File: config.mk
export PLATFORM = sky130hd
export DESIGN_NAME = ahb_master_port
export DESIGN_NICKNAME = d
export VERILOG_FILES = /design/src/rtl/ahb_ic_pkg.sv /design/src/rtl/ahb_master_port.sv
export VERILOG_INCLUDE_DIRS = /design/src /design/src/rtl
export SDC_FILE = /design/constraint.sdc
export NUM_CORES = 1
export LEC_CHECK = 0
export ABC_AREA = 1
export BUFFER_PORTS_ARGS = -buffer_cell sky130_fd_sc_hd__buf_2
export CELL_PAD_IN_SITES_DETAIL_PLACEMENT = 0
export CELL_PAD_IN_SITES_GLOBAL_PLACEMENT = 2
export CORE_UTILIZATION = 15
export CTS_CLUSTER_SIZE = 40
export DETAILED_ROUTE_END_ITERATION = 12
export HOLD_SLACK_MARGIN = 0.06
export PLACE_DENSITY = 0.83
export RECOVER_POWER = 25
export REMOVE_ABC_BUFFERS = 1
export SLEW_MARGIN = 20
export SYNTH_ARGS = -nofsm -noshare
export SYNTH_HDL_FRONTEND = slang
export SYNTH_SLANG_ARGS = --single-unit
File: constraint.sdc
create_clock -name HCLK -period 3.7 [get_ports HCLK]
set_input_delay 0 -clock HCLK [delete_from_list [all_inputs] [get_ports HCLK]]
set_output_delay 0 -clock HCLK [all_outputs]
set_load 0.05 [all_outputs]
File: src/rtl/ahb_ic_config.svh
// AHB-Lite multi-layer interconnect configuration
// bus geometry, slave address map and SRAM depth
// shared by the package, the master ports, the SRAM slaves and the top

`ifndef AHB_IC_CONFIG_SVH
`define AHB_IC_CONFIG_SVH

// port counts
`define AHB_IC_MASTERS     3
`define AHB_IC_SLAVES      2

// bus widths
`define AHB_IC_AW          32
`define AHB_IC_DW          32

// slave windows, aligned to the window size
`define AHB_IC_SLV_BASE0   32'h0000_0000
`define AHB_IC_SLV_BASE1   32'h0000_1000
`define AHB_IC_SLV_SIZE    32'h0000_1000   // 4 KiB each, 0x2000 and up is unmapped

// words per SRAM slave
`define AHB_IC_SRAM_WORDS  1024

`endif

File: src/rtl/ahb_ic_pkg.sv
// AHB-Lite interconnect types
// transfer encodings and the request / response bundles carried
// between master ports, slave ports and slaves

`default_nettype none

`include "ahb_ic_config.svh"

package ahb_ic_pkg;

  // HTRANS encoding
  typedef enum logic [1:0] {
    IDLE   = 2'b00,
    BUSY   = 2'b01,
    NONSEQ = 2'b10,
    SEQ    = 2'b11
  } htrans_e;

  // HRESP, AHB-Lite only uses one bit
  localparam logic RESP_OKAY  = 1'b0;
  localparam logic RESP_ERROR = 1'b1;

  typedef logic [`AHB_IC_AW-1:0]      addr_t;
  typedef logic [`AHB_IC_DW-1:0]      data_t;
  typedef logic [2:0]                 prio_t;     // larger value wins
  typedef logic [`AHB_IC_MASTERS-1:0] mst_vec_t;  // one bit per master

  // address phase plus write data, 80 bits
  typedef struct packed {
    logic    sel;       // HSEL
    addr_t   addr;      // HADDR
    logic    write;     // HWRITE
    logic [2:0] size;   // HSIZE
    logic [2:0] burst;  // HBURST, passed through only
    logic [3:0] prot;   // HPROT, passed through only
    htrans_e trans;     // HTRANS
    logic    mastlock;  // HMASTLOCK
    logic    ready;     // HREADY of the bus seen by the slave
    data_t   wdata;     // HWDATA, data phase
  } ahb_req_t;

  // slave response, 34 bits
  typedef struct packed {
    data_t rdata;       // HRDATA
    logic  ready;       // HREADYOUT
    logic  resp;        // HRESP
  } ahb_rsp_t;

endpackage

`default_nettype wire

File: src/rtl/ahb_master_port.sv
// AHB-Lite master port
// decodes the master's address onto slave 0, slave 1 or the default slave,
// stalls the master until the target slave port grants it and returns the
// data-phase response; unmapped accesses get the two-cycle ERROR

`timescale 1ns/10ps
`default_nettype none

`include "ahb_ic_config.svh"

module ahb_master_port (
  input  wire logic                 HCLK,
  input  wire logic                 HRESETn,
  input  ahb_ic_pkg::ahb_req_t      mst_req,                   // from the master
  output ahb_ic_pkg::ahb_rsp_t      mst_rsp,                   // to the master
  output ahb_ic_pkg::ahb_req_t      req_to_slv [`AHB_IC_SLAVES],
  output logic                      can_switch,
  input  wire logic [`AHB_IC_SLAVES-1:0] granted,              // one bit per slave port
  input  ahb_ic_pkg::ahb_rsp_t      slv_rsp [`AHB_IC_SLAVES]
);

  localparam logic [1:0] TGT_S0  = 2'd0;
  localparam logic [1:0] TGT_S1  = 2'd1;
  localparam logic [1:0] TGT_DEF = 2'd2;  // default slave

  logic       ap_valid;   // NONSEQ or SEQ on the master
  logic [1:0] ap_tgt;     // decoded address-phase target
  logic       ap_ok;      // address phase may complete
  logic       dp_valid;   // data phase outstanding
  logic [1:0] dp_tgt;
  logic       err_first;  // first cycle of the ERROR response
  logic       dp_fin;     // data phase result available this cycle
  logic       hready;
  logic       hold_valid; // result captured during a grant stall
  ahb_ic_pkg::data_t hold_rdata;
  logic       hold_resp;
  ahb_ic_pkg::data_t live_rdata;
  logic       live_resp;

  ////////////////////////////////////////
  // address decode
  ////////////////////////////////////////
  assign ap_valid = (mst_req.trans == ahb_ic_pkg::NONSEQ) ||
                    (mst_req.trans == ahb_ic_pkg::SEQ);

  always_comb begin
    if ((mst_req.addr & ~(`AHB_IC_SLV_SIZE - 1)) == `AHB_IC_SLV_BASE0)
      ap_tgt = TGT_S0;
    else if ((mst_req.addr & ~(`AHB_IC_SLV_SIZE - 1)) == `AHB_IC_SLV_BASE1)
      ap_tgt = TGT_S1;
    else
      ap_tgt = TGT_DEF;
  end

  // default slave takes any address; a real slave needs grant and a free bus
  assign ap_ok = !ap_valid || (ap_tgt == TGT_DEF) ||
                 (granted[ap_tgt[0]] && slv_rsp[ap_tgt[0]].ready);

  assign dp_fin = dp_valid && ((dp_tgt == TGT_DEF) ? !err_first
                                                   : slv_rsp[dp_tgt[0]].ready);

  assign hready = (!dp_valid || dp_fin) && ap_ok;

  // never drop a locked owner mid sequence
  assign can_switch = !(mst_req.mastlock && (ap_valid || dp_valid));

  ////////////////////////////////////////
  // requests toward the slave ports
  ////////////////////////////////////////
  for (genvar s = 0; s < `AHB_IC_SLAVES; s++) begin : g_req
    always_comb begin
      req_to_slv[s]       = mst_req;
      req_to_slv[s].sel   = ap_valid && (ap_tgt == 2'(s));  // only toward the decoded slave
      req_to_slv[s].ready = hready;                         // slave samples on our HREADY
    end
  end

  ////////////////////////////////////////
  // data phase tracking
  ////////////////////////////////////////
  always_ff @(posedge HCLK or negedge HRESETn) begin
    if (!HRESETn) begin
      dp_valid   <= 1'b0;
      dp_tgt     <= TGT_S0;
      err_first  <= 1'b0;
      hold_valid <= 1'b0;
    end else if (hready) begin
      dp_valid   <= ap_valid;
      dp_tgt     <= ap_tgt;
      err_first  <= ap_valid && (ap_tgt == TGT_DEF);
      hold_valid <= 1'b0;                               // held result delivered now
    end else begin
      err_first  <= 1'b0;                               // error goes to its second cycle
      if (dp_fin) begin
        dp_valid   <= 1'b0;                             // slave is done, master still stalled
        hold_valid <= 1'b1;
      end
    end
  end

  // captured result, payload only
  always_ff @(posedge HCLK) begin
    if (!hready && dp_fin) begin
      hold_rdata <= live_rdata;
      hold_resp  <= live_resp;
    end
  end

  ////////////////////////////////////////
  // response to the master
  ////////////////////////////////////////
  assign live_rdata = (dp_tgt == TGT_DEF) ? '0 : slv_rsp[dp_tgt[0]].rdata;
  assign live_resp  = (dp_tgt == TGT_DEF) ? ahb_ic_pkg::RESP_ERROR
                                          : slv_rsp[dp_tgt[0]].resp;

  assign mst_rsp.ready = hready;
  assign mst_rsp.rdata = hold_valid ? hold_rdata : live_rdata;
  assign mst_rsp.resp  = hold_valid ? hold_resp
                       : dp_valid   ? live_resp : ahb_ic_pkg::RESP_OKAY;

endmodule

`default_nettype wire

Word-level counts from Yosys, hierarchy flattened
Index checks and enable logic that the tools add are counted.
{"block": "word_totals", "word_cells": 59, "out_inout_bits": 195, "input_bits": 152, "ff_bits": 38}
{"block": "op_classes", "muxes": 21, "order_cmp": 3, "eq_ne": 6, "n_bitwise": 2, "reduce_logical": 21}
{"operator": "two-way mux 34 bit", "count": 3}
{"operator": "two-way mux 32 bit", "count": 2}
{"operator": "zero test 32 bit", "count": 1}
{"operator": "== test 20 x 1 -> 1 bit, second input constant", "count": 1}
{"operator": "two-way mux 1 bit", "count": 11}
{"operator": "two-way mux 2 bit", "count": 5}
{"operator": "== test 2 bit, second input constant", "count": 4}
{"operator": "logical AND 1 bit", "count": 8}
{"operator": "zero test 1 bit", "count": 5}
{"operator": "logical OR 1 bit", "count": 5}
{"operator": ">= comparator 2 bit, second input constant", "count": 2}
{"operator": "inverter 1 -> 2 bit", "count": 2}
{"operator": "== test 2 x 1 -> 1 bit, second input constant", "count": 1}
{"operator": "zero test 2 bit", "count": 1}
{"operator": "less-than comparator 1 x 2 -> 1 bit, second input constant", "count": 1}
{"operator": "nonzero test 2 bit", "count": 1}

Logic depth before layout (Yosys ltp)
Gate-level depths: netlist of run 1.
{"block": "depth", "word_depth": 12, "mapped_depth": 9, "mapped_depth_nobuf": 9}

Least setup slack after synthesis of run 1
No wires, ideal clock.
{"block": "synth_path", "path_type": "register to register", "from": "register dp_tgt[0]", "to": "register hold_rdata[0], enable pin", "arrival_time_ns": 3.168, "path_stages_with_launch": 5, "path_slack_ns": 0.068, "period_less_slack_ns": 3.632, "cell_sequence": "dfrtp_1 buf_4 a211oi_1 a21oi_2 nor3_1"}
{"block": "synth_between", "elab_chain_len": 10, "word_cells_on_any_way": 11, "classes_between": "eq/ne (1); mux (4); bitwise (1); reduce/logical (5)"}
{"item": "start: declaration", "line": "ahb_master_port.sv:30", "source": "logic [1:0] dp_tgt;"}
{"item": "start signal: assignment", "line": "ahb_master_port.sv:89", "source": "dp_tgt <= ap_tgt;"}
{"item": "inverter 1 -> 2 bit (not written as such)", "line": "ahb_master_port.sv:60", "source": ": slv_rsp[dp_tgt[0]].ready);"}
{"item": "two-way mux 34 bit (3 in series)"}
{"item": "two-way mux 1 bit (*)", "line": "ahb_master_port.sv:59", "source": "assign dp_fin = dp_valid && ((dp_tgt == TGT_DEF) ? !err_first"}
{"item": "logical AND 1 bit (*)", "line": "ahb_master_port.sv:59"}
{"item": "logical OR 1 bit", "line": "ahb_master_port.sv:62", "source": "assign hready = (!dp_valid || dp_fin) && ap_ok;"}
{"item": "logical AND 1 bit", "line": "ahb_master_port.sv:62"}
{"item": "zero test 1 bit", "line": "ahb_master_port.sv:103", "source": "if (!hready && dp_fin) begin"}
{"item": "logical AND 1 bit (*)", "line": "ahb_master_port.sv:103"}
{"item": "end signal: assignment", "line": "ahb_master_port.sv:104", "source": "hold_rdata <= live_rdata;"}
{"item": "end: declaration", "line": "ahb_master_port.sv:35", "source": "ahb_ic_pkg::data_t hold_rdata;"}
Mark *: on every way between the ends. The rest lies on a longest branch, timed or not. The select of a mux whose other input is x is not followed.
A chain may end at the register's enable or synchronous reset.

==> flow_summary_export.csv, run 1 <==
group,metric,value,unit
clocking,cts_setup_buffers,0,
finish,fin_nets,679,
power,power_frac_seq,22.3,%
clocking,clockBufferDepth,2,
timing,tns,0,ns
status,failed_checks,"max-capacitance violations",
worst_setup_path,crit_path_top_delay_cell,"nor2_4",
worst_setup_path,worstReg2RegStart,"dp_tgt[0]",
synth,syn-cell-area,3340,µm²
worst_setup_path,endpoint,"mst_rsp[15]",
finish,n_fill_cell,2448,
floorplan,coreArea,21800,µm²
finish,stdcell_count,813,
finish,finish.utilization,20.6,%
worst_setup_path,crit_family,"simple AND/OR/NAND/NOR gates",
global_routing,grt_pass1_wl,20600,µm
floorplan,die_area,22900,µm²
power,leakagePower,2.13,nW
power,pwr-share-clk,19.2,%
worst_setup_path,crit_chain,"nor2_4 -> a22o_1 -> nand2_1 -> nand2_1 -> buf_2",
synth,synth-edff-count,33,
worst_setup_path,crit_cells,5,
global_routing,antenna_found_initial,5,
clocking,numClockSinks,38,
routing,drt-initial-drc-count,167,
timing,hold_viol,0,
timing,finalCritPeriodShare,58.5,%
job,cap_viol_max_count,1,
timing,tightest_slew,1.49,ns
floorplan,io-pin-count,347,
synth,synth-async-reset-ratio,13.2,%
timing,setup_viol,0,
worst_setup_path,cp.arrival,2.17,ns
finish,multi_input_area,912,µm²
clocking,clk_latency,0.29,ns
floorplan,die_w,151,µm
global_routing,grt_max_degree,35,
worst_setup_path,startpoint,"dp_tgt[0]",
synth,synthTopCellsByArea,"buf_4 37%, edfxtp_1 30%, nand2_1 13%",
power,power,2.22,mW
synth,synth_cell_types,23,
timing,holdWs,0.0713,ns
place,post_dp_cell_area,3340,µm²
synth,yosysMostFrequentCell,"buf_4",
power,max-vdd-ir-drop,0.165,mV
place,gp_congestion,0.746,
routing,routed_wirelength,15900,µm
floorplan,rows,54,
finish,area_growth,34.7,%
timing,max_clock_freq,462,MHz
global_routing,first_global_vias,2711,
clocking,cts_htree_levels,2,
place,port_buffers,176,
worst_setup_path,slowest_delay,0.68,ns
global_routing,grt_overflow,0,
worst_setup_path,crit_path_max_fanout,33,
floorplan,initial_core_util,15.3,%
timing,finClkSkew,0.00353,ns
synth,synth_commonest_cells,"163 x buf_4, 113 x nand2_1, 33 x edfxtp_1",
routing,vias,3048,
clocking,cts_buffers,5,
worst_setup_path,crit_buf_inv,1,
synth,syn_avg_cell_area,8.29,µm²
routing,dr.pass1.iters,4,
synth,ys_ff_latch,38,
place,dp.cells,690,
worst_setup_path,r2r_setup_slack,1.60,ns
place,pre_cts_ws,1.54,ns
routing,drc,0,
power,combinationalPowerShare,58.6,%
worst_setup_path,rr_worst_depth,3,
timing,rsz0062_at_grt,"no",
finish,stdcell_area,4500,µm²
clocking,clock-root-buffer,"clkbuf_16",
worst_setup_path,cp-end-kind,"output port",
synth,synth_top_area_share,36.6,%
global_routing,grt_use_total,13.3,%
place,dp.final_hpwl,12300,µm
status,status,"complete, but fails checks",
synth,netlist_instances,403,
timing,maxSlewViolCount,0,
worst_setup_path,worst-setup-path-type,"reg -> out",
power,p_per_area,493,nW/µm²
worst_setup_path,cp-start-kind,"flop",
floorplan,die_y,151,µm
power,swShare,53.5,%
synth,yosysWarnings,0,
clocking,tritoncts,"done",
routing,antenna_left,0,
worst_setup_path,cp_common_cell,"nand2_1",
hold_path,hp-class,"in -> reg",
finish,drive_gt1_share,29.2,%
power,internal-power,1.03,mW
synth,yosysTopAreaCell,"buf_4",
power,p_sw,1.19,mW
worst_setup_path,cp.required,3.70,ns
synth,seq_area_frac_synth,33.4,%
timing,worst_slack,1.53,ns
timing,slew_headroom,0.907,%
synth,ys.flop_type,"edfxtp_1",
worst_setup_path,r2r-end,"hold_rdata[26]",
routing,drt-wirelength-per-cell,19.5,µm
clocking,path_clk_slew,0.06,ns
routing,vias_per_cell,3.75,
finish,regArea,1120,µm²
timing,fin_crit,2.17,ns
-- repair_timing --
item / 4_1_cts / 5_1_grt
hold buffers: 110 / 0
endpoints found under the hold margin: 145 / 0
resized for setup: 0 / 0
-- metal layers --
layer,global-route usage [%],vias to the layer above,wire length [µm]
met1,18.5,1380,7370
met3,8.46,21,2410
met5,4.32,-,190
met2,16.0,237,5730
met4,3.00,8,148
li1,-,1402,-
-- power groups by stage --
stage               logic [mW]  registers (mW)  clock network, mW
finish                    1.30           0.495              0.426
global route              1.37           0.496              0.462
CTS                       1.32           0.494              0.454
detailed placement       0.916           0.503                  0
global placement         0.918           0.503                  0
floorplan                0.536           0.515                  0
-- state kept, by name (all words and copies together) (netlist names) --
register and cells:
dp_tgt 2, dp_valid 1, err_first 1, hold_rdata 32, hold_resp 1, hold_valid 1
-- cell usage in the layout (no fill, tap or decap), types with 2 or more instances in the layout --
cell           synthesis  layout
a22o_1                32      32
buf_2                  4     132
buf_4                163       4
clkbuf_1               3      51
clkbuf_16              0       5
dfrtp_1                5       5
diode_2                0       5
dlygate4sd3_1          0     104
edfxtp_1              33      33
inv_1                 12      12
nand2_1              113     113
nand2_4                2       2
nand3_1                3       3
nor2_1                16      16
nor2_2                 3       3
nor2_4                 2       2
-- cell families after synthesis --
group                  share of synthesized area, %
buffers and inverters                          39.3
and+or+nand+nor                                18.0
AOI/OAI and AO/OA                              9.25
DFF                                            33.4
-- worst min path at each step --
stage | startpoint | to | slack (ns) | depth (start not counted)
floorplan | HRESETn | dp_tgt[0] | -0.30 | 0
global placement | HRESETn | hold_valid | -0.17 | 1
detailed placement | HRESETn | hold_valid | -0.17 | 1
CTS | slv_rsp[11] | hold_rdata[9] | 0.06 | 2
global route | slv_rsp[46] | hold_rdata[10] | 0.07 | 2
finish | slv_rsp[46] | hold_rdata[10] | 0.07 | 2
-- area by class of cell --
type / count / share of cell area, %
timing repair buffer: 290 / 42.6
sequential: 38 / 24.8
multi-input combinational: 179 / 20.3
tap: 280 / 7.78
clock buffer: 6 / 2.86
inverter: 13 / 1.08
clock inverter: 2 / 0.306
antenna: 5 / 0.278
No activity file was read; power rests on OpenSTA's default activity.
==> run 2: changes to the inputs <==
--- a/config.mk
+++ b/config.mk
@@ -6,15 +6,15 @@
 export SDC_FILE = /design/constraint.sdc
 export NUM_CORES = 1
 export LEC_CHECK = 0
-export ABC_AREA = 1
+export ABC_AREA = 0
 export BUFFER_PORTS_ARGS = -buffer_cell sky130_fd_sc_hd__buf_2
 export CELL_PAD_IN_SITES_DETAIL_PLACEMENT = 0
 export CELL_PAD_IN_SITES_GLOBAL_PLACEMENT = 2
-export CORE_UTILIZATION = 15
+export CORE_UTILIZATION = 18
 export CTS_CLUSTER_SIZE = 40
 export DETAILED_ROUTE_END_ITERATION = 12
 export HOLD_SLACK_MARGIN = 0.06
-export PLACE_DENSITY = 0.83
+export PLACE_DENSITY = 0.88
 export RECOVER_POWER = 25
 export REMOVE_ABC_BUFFERS = 1
 export SLEW_MARGIN = 20
==> constraint.sdc (replaced) <==
create_clock -name HCLK -period 2.25 [get_ports HCLK]
set_input_delay 0 -clock HCLK [delete_from_list [all_inputs] [get_ports HCLK]]
set_output_delay 0 -clock HCLK [all_outputs]
set_load 0.05 [all_outputs]
==> flow_summary_export.csv, run 2 <==
group,metric,value,unit
timing,finClkSkew,0.00385,ns
clocking,numClockSinks,38,
status,failed_checks,"max-capacitance violations, max-slew violations",
timing,slew_headroom,-2.70,%
global_routing,grt_use_total,14.8,%
worst_setup_path,r2r-end,"hold_rdata[31]",
global_routing,grt_overflow,0,
worst_setup_path,rr_worst_depth,4,
synth,ys.flop_type,"edfxtp_1",
timing,fin_crit,1.90,ns
global_routing,first_global_vias,2640,
place,dp.final_hpwl,12400,µm
global_routing,antenna_found_initial,6,
routing,vias,3009,
hold_path,hp-class,"in -> reg",
clocking,clockBufferDepth,2,
routing,dr.pass1.iters,4,
floorplan,rows,50,
timing,hold_viol,0,
routing,vias_per_cell,4.04,
finish,drive_gt1_share,39.7,%
routing,dr.max_layer_used,"met5",
finish,area_growth,27.6,%
synth,syn_avg_cell_area,9.26,µm²
synth,yosysWarnings,0,
timing,finalCritPeriodShare,84.3,%
status,status,"complete, but fails checks",
job,cap_viol_max_count,3,
floorplan,die_area,20100,µm²
synth,synth-edff-count,33,
place,gp_congestion,0.749,
worst_setup_path,slowest_delay,0.53,ns
timing,rsz0062_at_grt,"no",
routing,wl_met2,5720,µm
synth,synthTopCellsByArea,"buf_4 34%, edfxtp_1 28%, mux2_2 10%",
finish,fin_nets,632,
clocking,cts_htree_levels,2,
power,max-vdd-ir-drop,0.223,mV
hold_path,hold_depth,3,
finish,largest_register_ffs,32,
worst_setup_path,cp.required,2.25,ns
worst_setup_path,crit_family,"flip-flops",
floorplan,coreArea,19000,µm²
synth,ys_ff_latch,38,
worst_setup_path,cp.arrival,1.90,ns
power,leakagePower,1.87,nW
synth,synth_top_area_share,34.4,%
synth,synth-async-reset-ratio,13.2,%
routing,antenna_left,0,
routing,drt-met1-wl,7080,µm
routing,routed_wirelength,15500,µm
worst_setup_path,crit_path_top_delay_cell,"dfrtp_2",
finish,finish.utilization,23.7,%
timing,setup_viol,0,
floorplan,initial_core_util,18.6,%
finish,top_regs,"hold_rdata x32, dp_tgt x2",
routing,drc,0,
clocking,path_clk_slew,0.06,ns
worst_setup_path,crit_path_max_fanout,30,
finish,top_register,"hold_rdata",
synth,seq_area_frac_synth,31.7,%
power,p_per_area,681,nW/µm²
worst_setup_path,r2r_setup_slack,0.39,ns
worst_setup_path,worstReg2RegStart,"dp_tgt[0]",
synth,yosysMostFrequentCell,"buf_4",
global_routing,grt_pass1_wl,20500,µm
finish,n_fill_cell,2081,
synth,yosysTopAreaCell,"buf_4",
clocking,clock-root-buffer,"clkbuf_16",
worst_setup_path,cp-start-kind,"flop",
routing,drt-wirelength-per-cell,20.9,µm
hold_path,min_to,"hold_rdata[9]",
clocking,cts_buffers,5,
timing,max_clock_freq,527,MHz
timing,holdWs,0.0828,ns
synth,netlist_instances,380,
clocking,tritoncts,"done",
place,port_buffers,176,
hold_path,worstHoldStart,"slv_rsp[11]",
finish,layout_commonest_cell,"buf_2",
routing,drt-initial-drc-count,153,
floorplan,die_y,142,µm
worst_setup_path,crit_buf_inv,2,
worst_setup_path,worst-setup-path-type,"reg -> out",
timing,tightest_slew,1.55,ns
synth,syn-cell-area,3520,µm²
global_routing,grt_max_degree,34,
clocking,clk_latency,0.29,ns
finish,mostFrequentLayoutCells,"132 x buf_2, 75 x dlygate4sd3_1, 53 x clkbuf_1, 37 x nand2_1, 33 x edfxtp_1",
timing,tns,0,ns
routing,routed-wl-met3,2180,µm
synth,synth_cell_types,31,
worst_setup_path,crit_chain,"buf_12 -> nand2b_1 -> o21ai_1 -> mux2_2 -> buf_2",
synth,synth_commonest_cells,"161 x buf_4, 37 x nand2_1, 33 x edfxtp_1",
floorplan,io-pin-count,347,
timing,maxSlewViolCount,2,
worst_setup_path,cp-end-kind,"output port",
floorplan,die_w,142,µm
==> run 2: cell count changes after synthesis, sizes merged, moves of 5 or more <==
cell	change
a22o	-29
mux2	+32
clkbuf	+5
nand2b	+31
nand2	-78
o21ai	+34
nor2	-18
inv	-10
==> run 2: area by class of cell <==
class | instances | area (µm²) | area share (%)
antenna | 3 | 7.51 | 0.167
clock buffer | 5 | 125 | 2.79
clock inverter | 3 | 68.8 | 1.53
inverter | 3 | 11.3 | 0.251
multi-input combinational | 165 | 1120 | 25.0
sequential | 38 | 1120 | 24.9
tap | 260 | 325 | 7.24
timing repair buffer | 267 | 1710 | 38.1
==> run 2: logic make-up (layout without fill, tap and decap cells) <==
kind of cell    after synthesis  count (layout)  share of synthesized area [%]
simple gates                 91              91                           14.2
other cells                   0               3                              0
buf+inv                     177             278                           36.6
mux                          32              32                           10.2
flops                        38              38                           31.7
compound gates               42              42                           7.29
==> run 2: metal layers <==
| layer | up-vias | global-route usage, % |
|---|---|---|
| met3 | 29 | 9.52 |
| met1 | 1383 | 19.7 |
| met5 | - | 1.25 |
| met2 | 268 | 19.3 |
| li1 | 1318 | - |
| met4 | 11 | 3.51 |
==> run 2: per-stage QoR <==
stage	total power, mW	instance area, µm²	cells	setup slack [ns]
after floorplan	1.17	2240	206	-2.36
final	3.06	4490	744	0.354
after global placement	1.58	3550	648	0.411
after global routing	3.16	4490	743	0.215
after CTS	3.13	4650	741	0.305
after detailed placement	1.58	3550	648	0.402
==> run 2: power breakdown <==
part / switching [mW] / total [mW] / internal [mW]
sequential: 0.00763 / 0.786 / 0.778
clock: 0.303 / 0.940 / 0.637
combinational: 1.04 / 1.33 / 0.297
total: 1.35 / 3.06 / 1.71
==> run 2: what timing repair did <==
action                                 in CTS  in global routing
hold buffers                               85                  0
endpoints found under the hold margin     144                  0
resized for setup                           0                  0
setup buffers                               0                  0
==> run 2: worst min-delay path: cells and delay by family <==
family / cells / cell delay [ns]
AND/OR/NAND/NOR: 1 / 0.04
buffers and inverters: 1 / 0.08
AO/OA/AOI/OAI: 1 / 0.12
==> run 2: worst max-delay path by stage <==
stage	start	endpoint	cells after the start
floorplan	dp_tgt[0]	hold_rdata[0]	4
global placement	dp_tgt[0]	hold_rdata[21]	5
detailed placement	dp_tgt[0]	hold_rdata[1]	5
CTS	dp_tgt[0]	mst_rsp[11]	5
global route	dp_tgt[0]	mst_rsp[32]	5
finish	dp_tgt[0]	mst_rsp[30]	5
