<file path="src/rtl/ahb_ic_config.svh">
// AHB-Lite multi-layer interconnect configuration
// bus geometry, slave address map and SRAM depth
// shared by the package, the master ports, the SRAM slaves and the top

`ifndef AHB_IC_CONFIG_SVH
`define AHB_IC_CONFIG_SVH

// port counts
`define AHB_IC_MASTERS     3
`define AHB_IC_SLAVES      2

// bus widths
`define AHB_IC_AW          32
`define AHB_IC_DW          32

// slave windows, aligned to the window size
`define AHB_IC_SLV_BASE0   32'h0000_0000
`define AHB_IC_SLV_BASE1   32'h0000_1000
`define AHB_IC_SLV_SIZE    32'h0000_1000   // 4 KiB each, 0x2000 and up is unmapped

// words per SRAM slave
`define AHB_IC_SRAM_WORDS  1024

`endif

</file>
<file path="src/rtl/ahb_ic_pkg.sv">
// AHB-Lite interconnect types
// transfer encodings and the request / response bundles carried
// between master ports, slave ports and slaves

`default_nettype none

`include "ahb_ic_config.svh"

package ahb_ic_pkg;

  // HTRANS encoding
  typedef enum logic [1:0] {
    IDLE   = 2'b00,
    BUSY   = 2'b01,
    NONSEQ = 2'b10,
    SEQ    = 2'b11
  } htrans_e;

  // HRESP, AHB-Lite only uses one bit
  localparam logic RESP_OKAY  = 1'b0;
  localparam logic RESP_ERROR = 1'b1;

  typedef logic [`AHB_IC_AW-1:0]      addr_t;
  typedef logic [`AHB_IC_DW-1:0]      data_t;
  typedef logic [2:0]                 prio_t;     // larger value wins
  typedef logic [`AHB_IC_MASTERS-1:0] mst_vec_t;  // one bit per master

  // address phase plus write data, 80 bits
  typedef struct packed {
    logic    sel;       // HSEL
    addr_t   addr;      // HADDR
    logic    write;     // HWRITE
    logic [2:0] size;   // HSIZE
    logic [2:0] burst;  // HBURST, passed through only
    logic [3:0] prot;   // HPROT, passed through only
    htrans_e trans;     // HTRANS
    logic    mastlock;  // HMASTLOCK
    logic    ready;     // HREADY of the bus seen by the slave
    data_t   wdata;     // HWDATA, data phase
  } ahb_req_t;

  // slave response, 34 bits
  typedef struct packed {
    data_t rdata;       // HRDATA
    logic  ready;       // HREADYOUT
    logic  resp;        // HRESP
  } ahb_rsp_t;

endpackage

`default_nettype wire

</file>
<file path="src/rtl/ahb_slave_port.sv">
// AHB-Lite slave port
// arbitrates the masters that select this slave: highest priority first,
// round-robin inside one priority level; multiplexes the owner's address
// phase to the slave and its write data one phase later

`timescale 1ns/10ps
`default_nettype none

module ahb_slave_port (
  input  wire logic                HCLK,
  input  wire logic                HRESETn,
  input  ahb_ic_pkg::ahb_req_t     mst_req [$bits(ahb_ic_pkg::mst_vec_t)],
  input  ahb_ic_pkg::prio_t        mst_prio [$bits(ahb_ic_pkg::mst_vec_t)],
  input  ahb_ic_pkg::mst_vec_t     can_switch,
  output ahb_ic_pkg::mst_vec_t     granted_master,
  output ahb_ic_pkg::ahb_req_t     slv_req,
  input  ahb_ic_pkg::ahb_rsp_t     slv_rsp,
  output ahb_ic_pkg::ahb_rsp_t     mst_rsp
);

  localparam int MASTERS = $bits(ahb_ic_pkg::mst_vec_t);
  localparam int LEVELS  = 2 ** $bits(ahb_ic_pkg::prio_t);
  localparam int IDX_W   = $clog2(MASTERS);

  ahb_ic_pkg::mst_vec_t req_sel;          // masters selecting this slave
  ahb_ic_pkg::prio_t    req_lvl;          // highest requested level
  ahb_ic_pkg::mst_vec_t prio_masters;     // requesters at that level
  ahb_ic_pkg::mst_vec_t last_granted;     // last owner at that level
  ahb_ic_pkg::mst_vec_t pending_master;   // next owner
  ahb_ic_pkg::mst_vec_t last_granted_masters [LEVELS];
  logic [IDX_W-1:0]     granted_idx;
  logic [IDX_W-1:0]     granted_idx_dly;  // owner of the data phase
  logic                 can_switch_master;

  ////////////////////////////////////////
  // helpers
  ////////////////////////////////////////
  function automatic logic [IDX_W-1:0] onehot2int(input ahb_ic_pkg::mst_vec_t vec);
    logic [IDX_W-1:0] idx;
    idx = '0;
    for (int n = 0; n < MASTERS; n++)
      if (vec[n]) idx = IDX_W'(n);
    return idx;
  endfunction

  // first pending master after the last one served, else keep current
  function automatic ahb_ic_pkg::mst_vec_t nxt_master(
    input ahb_ic_pkg::mst_vec_t pend,
    input ahb_ic_pkg::mst_vec_t last,
    input ahb_ic_pkg::mst_vec_t cur
  );
    ahb_ic_pkg::mst_vec_t nxt;
    int offset;
    int idx;
    nxt    = cur;
    offset = int'(onehot2int(last)) + 1;
    for (int n = MASTERS - 1; n >= 0; n--) begin   // lowest distance assigned last
      idx = (n + offset) % MASTERS;
      if (pend[idx]) nxt = ahb_ic_pkg::mst_vec_t'(1) << idx;
    end
    return nxt;
  endfunction

  ////////////////////////////////////////
  // arbitration
  ////////////////////////////////////////
  always_comb begin
    req_lvl = '0;
    for (int m = 0; m < MASTERS; m++) begin
      req_sel[m] = mst_req[m].sel;
      if (mst_req[m].sel && (mst_prio[m] > req_lvl)) req_lvl = mst_prio[m];
    end
    for (int m = 0; m < MASTERS; m++)
      prio_masters[m] = mst_req[m].sel && (mst_prio[m] == req_lvl);
  end

  assign last_granted      = last_granted_masters[req_lvl];
  assign pending_master    = nxt_master(prio_masters, last_granted, granted_master);
  assign granted_idx       = onehot2int(granted_master);
  assign can_switch_master = can_switch[granted_idx];

  // grant moves only on a completed slave cycle
  always_ff @(posedge HCLK or negedge HRESETn) begin
    if (!HRESETn) begin
      granted_master <= ahb_ic_pkg::mst_vec_t'(1);
      for (int l = 0; l < LEVELS; l++)
        last_granted_masters[l] <= ahb_ic_pkg::mst_vec_t'(1);
    end else if (slv_rsp.ready && can_switch_master) begin
      granted_master <= pending_master;
      if (|req_sel) last_granted_masters[req_lvl] <= pending_master;
    end
  end

  // address phase done -> its owner drives HWDATA next
  always_ff @(posedge HCLK or negedge HRESETn) begin
    if (!HRESETn)           granted_idx_dly <= '0;
    else if (slv_rsp.ready) granted_idx_dly <= granted_idx;
  end

  ////////////////////////////////////////
  // multiplexers
  ////////////////////////////////////////
  always_comb begin
    slv_req       = mst_req[granted_idx];               // ready is the owner's HREADY
    slv_req.wdata = mst_req[granted_idx_dly].wdata;
  end

  assign mst_rsp = slv_rsp;                             // same response to every master

endmodule

`default_nettype wire

</file>
<file path="config.mk">
export PLATFORM = sky130hd
export DESIGN_NAME = ahb_slave_port
export DESIGN_NICKNAME = d
export VERILOG_FILES = /design/src/rtl/ahb_ic_pkg.sv /design/src/rtl/ahb_slave_port.sv
export VERILOG_INCLUDE_DIRS = /design/src /design/src/rtl
export SDC_FILE = /design/constraint.sdc
export NUM_CORES = 1
export LEC_CHECK = 0
export BUFFER_PORTS_ARGS = -buffer_cell sky130_fd_sc_hd__buf_2
export CORE_AREA = 5 5 156 158
export DETAILED_ROUTE_END_ITERATION = 8
export DIE_AREA = 0 0 161 163
export PLACE_DENSITY = 0.44
export SYNTH_ARGS = -nofsm -noshare
export SYNTH_HDL_FRONTEND = slang
export SYNTH_SLANG_ARGS = --single-unit
</file>
<file path="constraint.sdc">
create_clock -name HCLK -period 2.3 [get_ports HCLK]
set_input_delay 0.345 -clock HCLK [delete_from_list [all_inputs] [get_ports HCLK]]
set_output_delay 0.345 -clock HCLK [all_outputs]
set_load 0.01 [all_outputs]
</file>
======== Word level (Yosys, flattened, before mapping) ========
Index checks and enable logic that the tools add are counted.
cells by class
  add/sub/neg operators ................... 3
  multiply operators ...................... 0
  divide/modulo/power cells ............... 3
  $lt $le $gt $ge ......................... 11
  equal/unequal tests ..................... 3
  shift operators ......................... 3
  multiplexer cells ....................... 33
  bitwise gates (word level) .............. 3
  reduce and logical (&&, ||, !) cells .... 10
operator list
  kind                     number
  $bmux W80 S2             2
  $mux W80                 2
  $lt A32 B4 Y1 const B    3
  $mod A32 B3 Y32 const B  3
  $shl A1 B32 Y3 const A   3
  $mux W32                 2
  $mux W3                  9
  $bwmux W24               1
  $bmux W3 S3              1
  $demux W3 S3             1
  $eq A3 B3 Y1             3
  $mux W1                  9
  $bmux W1 S2              4
  $logic_and A1 B1 Y1      8
  $ge A3 B3 Y1 const B     2
  $gt A3 B3 Y1             2
  $not A2 Y3               2
  $add A1 B3 Y4 const A    1
  $add A2 B3 Y4 const A    1
  $ge A4 B4 Y1 const B     1
  $lt A4 B1 Y1 const B     1
  $mux W2                  2
  $not A3 Y4               1
  $add A2 B1 Y3 const B    1
  other kinds (4)          4
word-level totals
  register bits ........................... 29
  latch bits .............................. 0
  bits in writable memories ............... 0
  bits in read-only memories .............. 0
  input port bits ......................... 288
  word-level logic and storage cells ...... 79
  memories ................................ 0

======== Longest topological paths before layout ========
Gate-level depths: netlist of the first run.
  depth after elaboration ................. 25
  mapped depth ............................ 17

======== Worst setup path after synthesis of the first run ========
No wires, ideal clock.
  path kind ............................... input to register
  start point ............................. in mst_req[239] (netlist bit)
  end point ............................... reg last_granted_masters[11] (netlist bit)
  setup time .............................. 0.133 ns
  arrival time ............................ 4.019 ns
  setup slack ............................. -1.853 ns
  stages .................................. 15
  buffers on the path ..................... 0
  cell sequence ........................... nand2_1 -> ha_1 -> and3b_4 -> o211ai_4 -> mux2i_2 -> inv_1 -> ha_1 -> nand3_1 -> o211ai_1 -> nor3_1 -> a21o_1 -> a2111oi_0 -> or4_1 -> a41oi_2 -> o21ai_1
on the way
  word-level cells in the longest chain between the ends .. 24
  elaborated cells on any way between the ends .. 49
  those cells by class .................... add/sub (3); div (3); order compare (4); eq/ne (3); shift (3); mux (23); bitwise (1); reduce/logical (9)
ends and longest elaborated chain
  element                                     RTL line              text
  from (decl)                                 ahb_slave_port.sv:12  input ahb_ic_pkg::ahb_req_t mst_req [$bits(ahb_ic_pkg::mst_vec_t)],
  $logic_and A1 B1 Y1                         ahb_slave_port.sv:71  if (mst_req[m].sel && (mst_prio[m] > req_lvl)) req_lvl = mst_prio[m];
  $mux W3                                     ahb_slave_port.sv:71
  $gt A3 B3 Y1                                ahb_slave_port.sv:71
  $logic_and A1 B1 Y1                         ahb_slave_port.sv:71
  $mux W3                                     ahb_slave_port.sv:71
  $gt A3 B3 Y1                                ahb_slave_port.sv:71
  $logic_and A1 B1 Y1                         ahb_slave_port.sv:71
  $mux W3                                     ahb_slave_port.sv:71
  (+5 left out)                               n/a
  $mux W2                                     ahb_slave_port.sv:42  if (vec[n]) idx = IDX_W'(n);
  $add A2 B1 Y3                               ahb_slave_port.sv:56  offset = int'(onehot2int(last)) + 1;
  $add A2 B3 Y4                               ahb_slave_port.sv:58  idx = (n + offset) % MASTERS;
  $mod A32 B3 Y32                             ahb_slave_port.sv:58
  $bmux W1 S2                                 ahb_slave_port.sv:59  if (pend[idx]) nxt = ahb_ic_pkg::mst_vec_t'(1) << idx;
  $mux W1 (implied by the code) (2 in a row)  ahb_slave_port.sv:59
  $mux W3 (3 in a row)                        ahb_slave_port.sv:59
  $bwmux W24                                  ahb_slave_port.sv:90  if (|req_sel) last_granted_masters[req_lvl] <= pending_master;
  to (signal, indexed assignment)             ahb_slave_port.sv:87  last_granted_masters[l] <= ahb_ic_pkg::mst_vec_t'(1);
  to (signal, indexed assignment)             ahb_slave_port.sv:90
  to (decl)                                   ahb_slave_port.sv:30  ahb_ic_pkg::mst_vec_t last_granted_masters [LEVELS];
Several ways; a longest one is shown, not always the timed one. The select of a mux whose other input is x is not followed.
A chain may end at the register's enable or synchronous reset.

======== Worst setup path after layout of the first run ========
  start point ............................. in mst_req[239] (netlist bit)
  end point ............................... reg last_granted_masters[2] (netlist bit)
Same word-level chain as after synthesis.

==> results of run 1 <==
## report_power, final
| group | internal (W) | total (W) | switching, W |
|---|---|---|---|
| Combinational | 0.00215 | 0.00491 | 0.00276 |
| Sequential | 0.000568 | 0.000780 | 0.000211 |
| Clock | 0.000235 | 0.000374 | 0.000138 |
## stage by stage
step	hold WS, ns	instances	total power (W)	setup TNS [ns]
4_1_cts	0.06513	1148	0.005924	-24.49
6_report	0.04362	1159	0.006060	-24.19
2_1_floorplan	0.04941	511	0.003324	-29.47
3_5_place_dp	0.3361	1140	0.005374	-33.61
5_1_grt	0.07809	1159	0.006556	-27.15
3_3_place_gp	0.3353	1140	0.005370	-32.87
## per-layer routing
metal	share of wire (%)	global-route usage (%)	vias to the layer above	routed length, um
met3	4.7	2.253	14	921
met5	0	0	-	0
met2	52	24.39	177	10150
met4	0.88	1.629	0	174
met1	43	17.88	2239	8444
li1	-	-	2524	-
## logic make-up after synthesis
group / Yosys count / share of synthesized area (%)
AO/OA/AOI/OAI: 158 / 27.75
multiplexers: 85 / 23.65
adder cells (fa/ha/maj): 6 / 2.071
XOR/XNOR: 5 / 1.208
AND/OR/NAND/NOR: 153 / 18.16
buffers and inverters: 83 / 12.63
flip-flops: 21 / 14.53
## cell usage in the layout (no fill, tap or decap), types with 3 or more instances in the layout
cell / Yosys / final
a211oi_2: 0 / 10
a21o_1: 5 / 4
a21oi_4: 0 / 3
a221oi_4: 0 / 3
a31oi_1: 11 / 10
and2b_1: 3 / 3
buf_12: 0 / 4
buf_2: 0 / 334
buf_4: 35 / 64
buf_6: 2 / 18
clkbuf_16: 0 / 3
dfrtp_1: 20 / 17
dfrtp_2: 0 / 3
ha_1: 6 / 3
ha_4: 0 / 3
inv_1: 16 / 14
mux2i_1: 82 / 80
nand2_1: 100 / 96
nand2b_1: 5 / 5
nand3_1: 6 / 4
nor2_1: 20 / 18
nor3_1: 6 / 3
o211ai_1: 3 / 3
o21ai_0: 88 / 88
o22ai_1: 7 / 6
## worst max-delay path by stage
stage | from | endpoint | slack [ns] | depth (start not counted)
after global placement | mst_req[239] | granted_master[2] | -1.76 | 16
final | mst_req[239] | last_granted_masters[2] | -1.31 | 16
after floorplan | mst_req[239] | last_granted_masters[14] | -1.66 | 16
after detailed placement | mst_req[239] | last_granted_masters[5] | -1.79 | 16
after global routing | mst_prio[6] | granted_master[0] | -1.47 | 17
after CTS | mst_req[239] | last_granted_masters[20] | -1.33 | 17
## layout make-up
type                            count  area share [%]
Clock buffer                        3           1.144
Clock inverter                      1          0.1144
Inverter                           16          0.9153
Multi-Input combinational cell    408           47.10
Sequential cell                    21           8.085
Tap cell                          290           5.530
Timing Repair Buffer              420           37.11
## sequential cells by signal (all words and copies together), names as in the netlist
| signal | flops |
|---|---|
| granted_master | 3 |
| last_granted_masters | 16 |
| granted_idx_dly | 2 |
## critical path, stage by stage
cell and delay (ns):
buf_12 0.11, nand2_4 0.06, ha_4 0.19, and3b_4 0.20, o211ai_4 0.30, mux2i_2 0.28
ha_1 0.29, nor2b_4 0.15, or3_4 0.35, nand2_4 0.11, a21o_4 0.19, a2111oi_4 0.08
or4_4 0.58, a41oi_4 0.27, buf_6 0.15, o22ai_1 0.07
## timing repair
item | in CTS | in global routing
pin swaps | 20 | 32
endpoints found under the setup margin | 19 | 19
gates cloned | 1 | 0
setup buffers | 4 | 11
gates resized for setup | 36 | 44
==> impl_metrics.py, run 1 <==
metrics = {
    "global_route": {
        "globalRouteOverflowTotal": 0,
        "grt_pass1_wl_mm": 28.70,
        "grt_use_total_pct": 13.66,
        "antenna_found_initial": 0,
        "grt_start_max_net_pins": 37,
        "grt_pass1_vias": 4913,
    },
    "logic_synthesis": {
        "yosysMostFrequentCell": "nand2_1",
        "synth_edf_count": 0,
        "synth-seq-area-share_pct": 14.53,
        "yosys_warnings": 0,
        "synth_cells": 511,
        "synth-seq-cells": 21,
        "netlist.area_leader.share_pct": 22.64,
        "synth_flop_cell": "dfrtp_1",
        "syn-num-nets": 805,
        "ys_top_cells_by_area": "mux2i_1, dfrtp_1, o21ai_0",
        "synthArstFlopShare_pct": 100.0,
        "synth.avg_cell_area_sq_um": 7.093,
        "synth_top_area_cell": "mux2i_1",
        "synth_common_cells": "nand2_1, o21ai_0, mux2i_1, buf_4, clkbuf_1",
        "synth.distinct_cells": 54,
        "syn_area_sq_um": 3625,
    },
    "layout": {
        "antennaDiodeCount": 0,
        "multi_input_comb_area_sq_um": 3090,
        "drive_gt1_share_pct": 56.62,
        "area_growth_pct": 81.01,
        "postLayoutCoreUtil_pct": 28.55,
        "nets": 1164,
        "fill_cells": 2592,
        "final_area_sq_um": 6561,
        "regArea_sq_um": 530.5,
    },
    "power": {
        "leakagePower_nw": 3.381,
        "ir_worst_vdd_uv": 419.6,
        "power_density_nw_per_um2": 923.7,
    },
    "cts": {
        "clock_path_buffers": 2,
        "root_buffer": "clkbuf_16",
        "h-tree-depth": 1,
        "clock_sinks": 21,
        "cts_buffers": 3,
        "cts_tree": "yes",
        "postCtsHoldBufs": 0,
        "clk_pin_slew_worst_paths_ns": 0.06,
        "clk_latency_ns": 0.25,
    },
    "floorplanning": {
        "dieArea_sq_um": 26240,
        "core_sq_um": 22980,
        "start_util_pct": 15.77,
        "num_rows": 56,
        "die_w_um": 161,
        "die_h_um": 163,
        "ios": 405,
    },
    "sta": {
        "max-slew-margin-rel_pct": 68.36,
        "grt_setup_unrepaired": "true",
        "finClkSkew_ns": 0.003549,
        "setup_slack_ns": -1.305,
        "period_minus_slack_ns": 3.605,
        "drv_slew": 0,
        "finalSetupViolations": 19,
        "min_period_over_period_pct": 156.8,
        "max_freq_mhz": 277.4,
        "hold_viol_final": 0,
        "worst_pin_slew_ns": 0.4745,
    },
    "critical_path": {
        "startpoint_type": "input port",
        "r2r_cells": 8,
        "r2r_end": "last_granted_masters[5]",
        "critical_path_required_ns": 2.43,
        "arrival_ns": 3.74,
        "rr_startpoint": "granted_master[1]",
        "end_kind": "flop",
        "critPathKind": "in -> reg",
        "worstPathMaxFanout": 5,
        "r2r_setup_slack_ns": 0.35,
    },
    "placed_design": {
        "gp_congestion": 0.7998,
        "place_ws_ns": -1.794,
        "io_buffer_count": 338,
        "placed_area_sq_um": 5934,
        "place_hpwl_mm": 16.84,
    },
    "status": {
        "status": "finished with violations",
        "violations": "negative setup slack",
    },
    "routing": {
        "wire_per_inst_um": 16.99,
        "vias": 4954,
        "drc_errors": 0,
        "routed_wl_mm": 19.69,
        "drtIter0Drc": 235,
        "drtAntennaViolNets": 0,
        "viasPerCell": 4.274,
        "firstDrtPassIters": 6,
    },
    "min_path": {
        "hp-class": "in -> async",
    },
    "flow_run": {
        "cap_violations": 0,
    },
}
No activity file was read; power rests on OpenSTA's default activity.
==> run 2, diff against run 1 <==
- PLACE_DENSITY: 0.44 -> 0.41
==> impl_metrics.py, run 2 (synthesis gave the netlist of run 1 again) <==
metrics = {
    "status": {
        "status": "finished with violations",
        "violations": "negative setup slack",
    },
    "critical_path": {
        "critPathKind": "in -> reg",
        "startpoint": "mst_req[239]",
        "crit_top_cell": "buf_12",
        "max_stage_delay_ns": 0.58,
        "cp_cell_sequence": "buf_12 > nand2_8 > ha_4 > a21o_1 > o211ai_4 > mux2i_2 > ha_1 > nor2b_4 > nor3_2 > buf_4 > nor3_4 > buf_6 > a211oi_4 > a2111oi_4 > or4_4 > a41oi_4 > buf_12 > o22ai_2",
        "startpoint_type": "input port",
        "arrival_ns": 3.72,
        "crit_slowest_cell": "or4_4",
        "rr_startpoint": "granted_master[1]",
        "critical_path_required_ns": 2.43,
        "worstPathMaxFanout": 8,
        "end_kind": "flop",
    },
    "cts": {
        "clk_pin_slew_worst_paths_ns": 0.06,
        "postCtsHoldBufs": 0,
        "clock_sinks": 21,
        "clock_path_buffers": 2,
        "cts_buffers": 3,
        "root_buffer": "clkbuf_16",
        "cts_tree": "yes",
        "h-tree-depth": 1,
        "clk_latency_ns": 0.26,
    },
    "layout": {
        "largest_reg_flops": 16,
        "drive_gt1_share_pct": 57.18,
        "area_growth_pct": 81.22,
        "antennaDiodeCount": 0,
        "regArea_sq_um": 533.0,
        "layout_top_registers": "last_granted_masters (16), granted_master (3), granted_idx_dly (2)",
        "fill_cells": 2552,
        "mostFrequentLayoutCell": "buf_2",
        "final_cell_mix": "buf_2, nand2_1, o21ai_0",
        "nets": 1166,
        "multi_input_comb_area_sq_um": 3077,
        "top_register": "last_granted_masters",
    },
    "power": {
        "power_density_nw_per_um2": 914.6,
        "total_power_w": 0.006008,
        "p_comb_share_pct": 81.5,
        "ir_worst_vdd_uv": 332.6,
        "switching_share_pct": 50.76,
        "p_int_w": 0.002958,
        "p_switching_w": 0.003050,
        "leakagePower_nw": 3.387,
        "power_frac_seq_pct": 12.2,
        "pwr-share-clk_pct": 6.3,
    },
    "sta": {
        "max-slew-margin-rel_pct": 67.25,
        "min_period_over_period_pct": 156.3,
        "finClkSkew_ns": 0.005711,
        "whs_ns": 0.04739,
        "drv_slew": 0,
        "worst_pin_slew_ns": 0.4913,
        "hold_viol_final": 0,
        "grt_setup_unrepaired": "true",
        "setup_slack_ns": -1.294,
        "finalSetupViolations": 19,
        "period_minus_slack_ns": 3.594,
        "max_freq_mhz": 278.2,
        "setup_tns_ns": -23.44,
    },
    "global_route": {
        "antenna_found_initial": 0,
        "grt_use_total_pct": 13.88,
        "grt_start_max_net_pins": 74,
        "grt_pass1_wl_mm": 29.06,
        "grt_pass1_vias": 4976,
        "globalRouteOverflowTotal": 0,
    },
    "routing": {
        "drtAntennaViolNets": 0,
        "drtIter0Drc": 259,
        "vias": 4913,
        "viasPerCell": 4.232,
        "routed_wl_mm": 19.93,
        "firstDrtPassIters": 4,
        "drc_errors": 0,
        "wire_per_inst_um": 17.17,
    },
    "floorplanning": {
        "die_h_um": 163,
        "die_w_um": 161,
        "core_sq_um": 22980,
        "ios": 405,
        "dieArea_sq_um": 26240,
        "start_util_pct": 15.77,
        "num_rows": 56,
    },
    "placed_design": {
        "gp_congestion": 0.8340,
        "io_buffer_count": 338,
        "place_hpwl_mm": 16.88,
    },
    "min_path": {
        "hp-class": "in -> async",
    },
    "flow_run": {
        "cap_violations": 0,
    },
}
-- run 2: changes by cell type in the layout (fill, tap and decap cells not counted), sizes merged --
cell  delta
buf      +3
a21o     -1
-- run 2: metal layers --
metal	track usage, %	routed length, um	vias up
met4	1.629	182	0
met2	25.35	10490	185
met1	17.39	8113	2189
met5	0	0	-
met3	2.809	1147	14
li1	-	-	2525
-- run 2: repair_timing --
item,in CTS,in global routing
resized for setup,56,17
setup endpoints to repair,19,19
buffers inserted,14,2
pin swaps,28,7
-- run 2: power by group through the flow --
stage | sequential, W | combinational (W) | clock [W]
2_1_floorplan | 0.000650 | 0.00267 | 0
3_3_place_gp | 0.000744 | 0.00465 | 0
3_5_place_dp | 0.000735 | 0.00466 | 0
4_1_cts | 0.000739 | 0.00488 | 0.000386
5_1_grt | 0.000762 | 0.00532 | 0.000407
6_report | 0.000735 | 0.00489 | 0.000379
-- run 2: critical path, delay by kind of cell --
family	cells	cell delay (ns)
AOI/OAI and AO/OA	6	1.03
and+or+nand+nor	5	1.03
adders and majority gates	2	0.48
buffers and inverters	4	0.56
muxes	1	0.27
-- run 2: cell type report --
cell class	instances	share of cell area, %
multi-input cells	407	46.84
repair buffers	423	37.35
flip-flops and latches	21	8.114
well taps	290	5.524
clock buffers	3	1.143
inverters	16	0.9143
clock inverters	1	0.1143
-- run 2: stage by stage --
stage / area [sq um] / setup slack [ns] / std cells / utilization [%]
2_1_floorplan: 3727 / -1.657 / 511 / -
3_3_place_gp: 5997 / -1.781 / 1143 / 26.09
3_5_place_dp: 5997 / -1.874 / 1143 / 26.09
4_1_cts: 6437 / -1.268 / 1159 / 28.01
5_1_grt: 6569 / -1.419 / 1161 / 28.58
6_report: 6569 / -1.294 / 1161 / 28.58
-- run 2: worst paths after layout --
| check | to | slack [ns] | cells after the start |
|---|---|---|---|
| worst max-delay path | last_granted_masters[14] | -1.29 | 18 |
| worst min-delay path | last_granted_masters[7] | 0.05 | 1 |
| worst max register to register | last_granted_masters[17] | 0.36 | 8 |
| worst min register to register | granted_master[0] | 0.48 | 2 |
| max in group asynchronous | granted_master[1] | 1.88 | 1 |
| min in group HCLK | granted_idx_dly[0] | 0.38 | 2 |
==> run 3, diff against run 2 <==
- ABC_AREA: default -> 1
- CORE_AREA: 5 5 156 158 -> 5 5 152 154
- DIE_AREA: 0 0 161 163 -> 0 0 157 159
- PLACE_DENSITY: 0.41 -> 0.43
==> impl_metrics.py, run 3 <==
metrics = {
    "logic_synthesis": {
        "ys_top_cells_by_area": "nand2_1, nor2_1, dfrtp_1",
        "synth-seq-cells": 21,
        "netlist.area_leader.share_pct": 16.94,
        "synth-seq-area-share_pct": 13.99,
        "yosysMostFrequentCell": "nand2_1",
        "yosys_warnings": 0,
        "syn-num-nets": 990,
        "synthArstFlopShare_pct": 100.0,
        "synth_common_cells": "nand2_1, nor2_1, o21ai_0, nand3_1, inv_1",
        "synth.avg_cell_area_sq_um": 5.411,
        "synth_cells": 696,
        "syn_area_sq_um": 3766,
        "synth_top_area_cell": "nand2_1",
        "synth.distinct_cells": 29,
        "synth_edf_count": 0,
        "synth_flop_cell": "dfrtp_1",
    },
    "critical_path": {
        "cp_top_family": "simple AND/OR/NAND/NOR gates",
        "cp.depth": 27,
        "r2r_end": "last_granted_masters[8]",
        "end_kind": "flop",
        "worstPathMaxFanout": 8,
        "crit_slowest_cell": "ha_4",
        "r2r_setup_slack_ns": 0.42,
        "r2r_cells": 12,
        "startpoint_type": "input port",
        "arrival_ns": 3.53,
        "max_stage_delay_ns": 0.30,
        "critical_path_required_ns": 2.50,
        "rr_startpoint": "granted_master[1]",
        "critical_path_buf_inv_count": 4,
        "critPathCapture": "last_granted_masters[1]",
        "startpoint": "mst_req[239]",
        "critPathKind": "in -> reg",
        "crit_top_cell": "nand2_4",
    },
    "layout": {
        "top_register": "last_granted_masters",
        "area_growth_pct": 77.64,
        "final_area_sq_um": 6690,
        "antennaDiodeCount": 0,
        "mostFrequentLayoutCell": "buf_2",
        "drive_gt1_share_pct": 50.76,
        "layout_top_registers": "last_granted_masters (16), granted_master (3), granted_idx_dly (2)",
        "final_cell_mix": "buf_2, nand2_1, nor2_1",
        "largest_reg_flops": 16,
        "final_cells": 1326,
        "fill_cells": 2448,
        "nets": 1341,
    },
    "sta": {
        "max_freq_mhz": 299.7,
        "setup_slack_ns": -1.036,
        "finClkSkew_ns": 0.001703,
        "finalSetupViolations": 19,
        "max-slew-margin-rel_pct": 60.58,
        "worst_pin_slew_ns": 0.5913,
        "setup_tns_ns": -19.29,
        "drv_slew": 0,
        "grt_setup_unrepaired": "true",
        "period_minus_slack_ns": 3.336,
        "min_period_over_period_pct": 145.1,
        "hold_viol_final": 0,
    },
    "status": {
        "violations": "negative setup slack",
        "status": "finished with violations",
    },
    "floorplanning": {
        "start_util_pct": 17.47,
        "dieArea_sq_um": 24960,
        "die_h_um": 159,
        "ios": 405,
        "die_w_um": 157,
        "core_sq_um": 21550,
        "num_rows": 54,
    },
    "flow_run": {
        "cap_violations": 0,
    },
    "global_route": {
        "grt_use_total_pct": 15.34,
        "globalRouteOverflowTotal": 0,
        "grt_pass1_vias": 5703,
        "antenna_found_initial": 0,
        "grt_start_max_net_pins": 52,
        "grt_pass1_wl_mm": 30.91,
    },
    "routing": {
        "firstDrtPassIters": 4,
        "viasPerCell": 4.338,
        "route.met2.wl_mm": 10.89,
        "wl_met3_mm": 1.667,
        "routed_wl_mm": 21.22,
        "wire_per_inst_um": 16.01,
        "drtIter0Drc": 382,
        "vias": 5752,
        "drc_errors": 0,
        "wl_met1_mm": 8.150,
        "drtAntennaViolNets": 0,
        "top_layer_used": "met4",
    },
    "placed_design": {
        "place_ws_ns": -1.334,
        "io_buffer_count": 338,
        "place_hpwl_mm": 17.24,
        "placed_area_sq_um": 6048,
        "gp_congestion": 0.8098,
        "dp.cells": 1299,
    },
    "cts": {
        "clock_sinks": 21,
        "clk_pin_slew_worst_paths_ns": 0.06,
        "h-tree-depth": 1,
        "clk_latency_ns": 0.25,
        "postCtsHoldBufs": 0,
        "cts_tree": "yes",
        "root_buffer": "clkbuf_16",
        "cts_buffers": 3,
        "clock_path_buffers": 2,
    },
    "power": {
        "ir_worst_vdd_uv": 297.0,
        "power_density_nw_per_um2": 920.4,
        "leakagePower_nw": 3.509,
    },
    "min_path": {
        "hp-class": "in -> async",
    },
}
## run 3: area by class of cell
| type | instances | area (sq um) | share of cell area [%] |
|---|---|---|---|
| tap | 280 | 350.3 | 5.237 |
| multi-input combinational | 549 | 3144 | 47.00 |
| clock buffer | 4 | 78.83 | 1.178 |
| inverter | 53 | 209.0 | 3.123 |
| sequential | 21 | 530.5 | 7.930 |
| timing repair buffer | 419 | 2377 | 35.53 |
## run 3: worst min path at each step
stage,end
after floorplan,granted_idx_dly[0]
final,last_granted_masters[17]
after global routing,last_granted_masters[8]
after global placement,last_granted_masters[16]
after CTS,last_granted_masters[17]
after detailed placement,last_granted_masters[17]
## run 3: cell families (layout without fill, tap and decap cells)
kind of cell / Yosys count / count (layout) / share of synthesized area [%]
simple gates: 397 / 400 / 45.22
flops: 21 / 21 / 13.99
fa+ha+maj: 6 / 6 / 1.993
xor+xnor: 1 / 1 / 0.2326
compound gates: 142 / 142 / 21.96
buf+inv: 129 / 476 / 16.61
## run 3: through the flow
step                      hold WS [ns]  total power (W)  util (%)
after floorplan                0.04941         0.003316         -
after global placement          0.3790         0.005317     28.06
after detailed placement        0.3777         0.005282     28.06
after CTS                       0.1043         0.005959     30.03
after global routing            0.1312         0.006710     31.04
final                          0.07475         0.006158     31.04
## run 3: timing repair
action                     in CTS  in global routing
setup buffers                  14                  6
cloned                          2                  1
hold endpoints to repair        0                  0
pin swaps                      14                 22
resized for setup              52                 37
setup endpoints to repair      19                 19
## run 3: per-layer routing
metal / vias to the layer above / global-route usage (%)
li1: 2933 / -
met1: 2529 / 17.46
met4: 0 / 3.984
met5: - / 0
met3: 28 / 2.718
met2: 262 / 29.00
## run 3: power by group
group          leakage [nW]  internal [W]  switching [W]
sequential            0.273      0.000503      0.0000891
combinational          3.20       0.00199        0.00319
clock                0.0382      0.000236       0.000141
total                  3.51       0.00273        0.00342
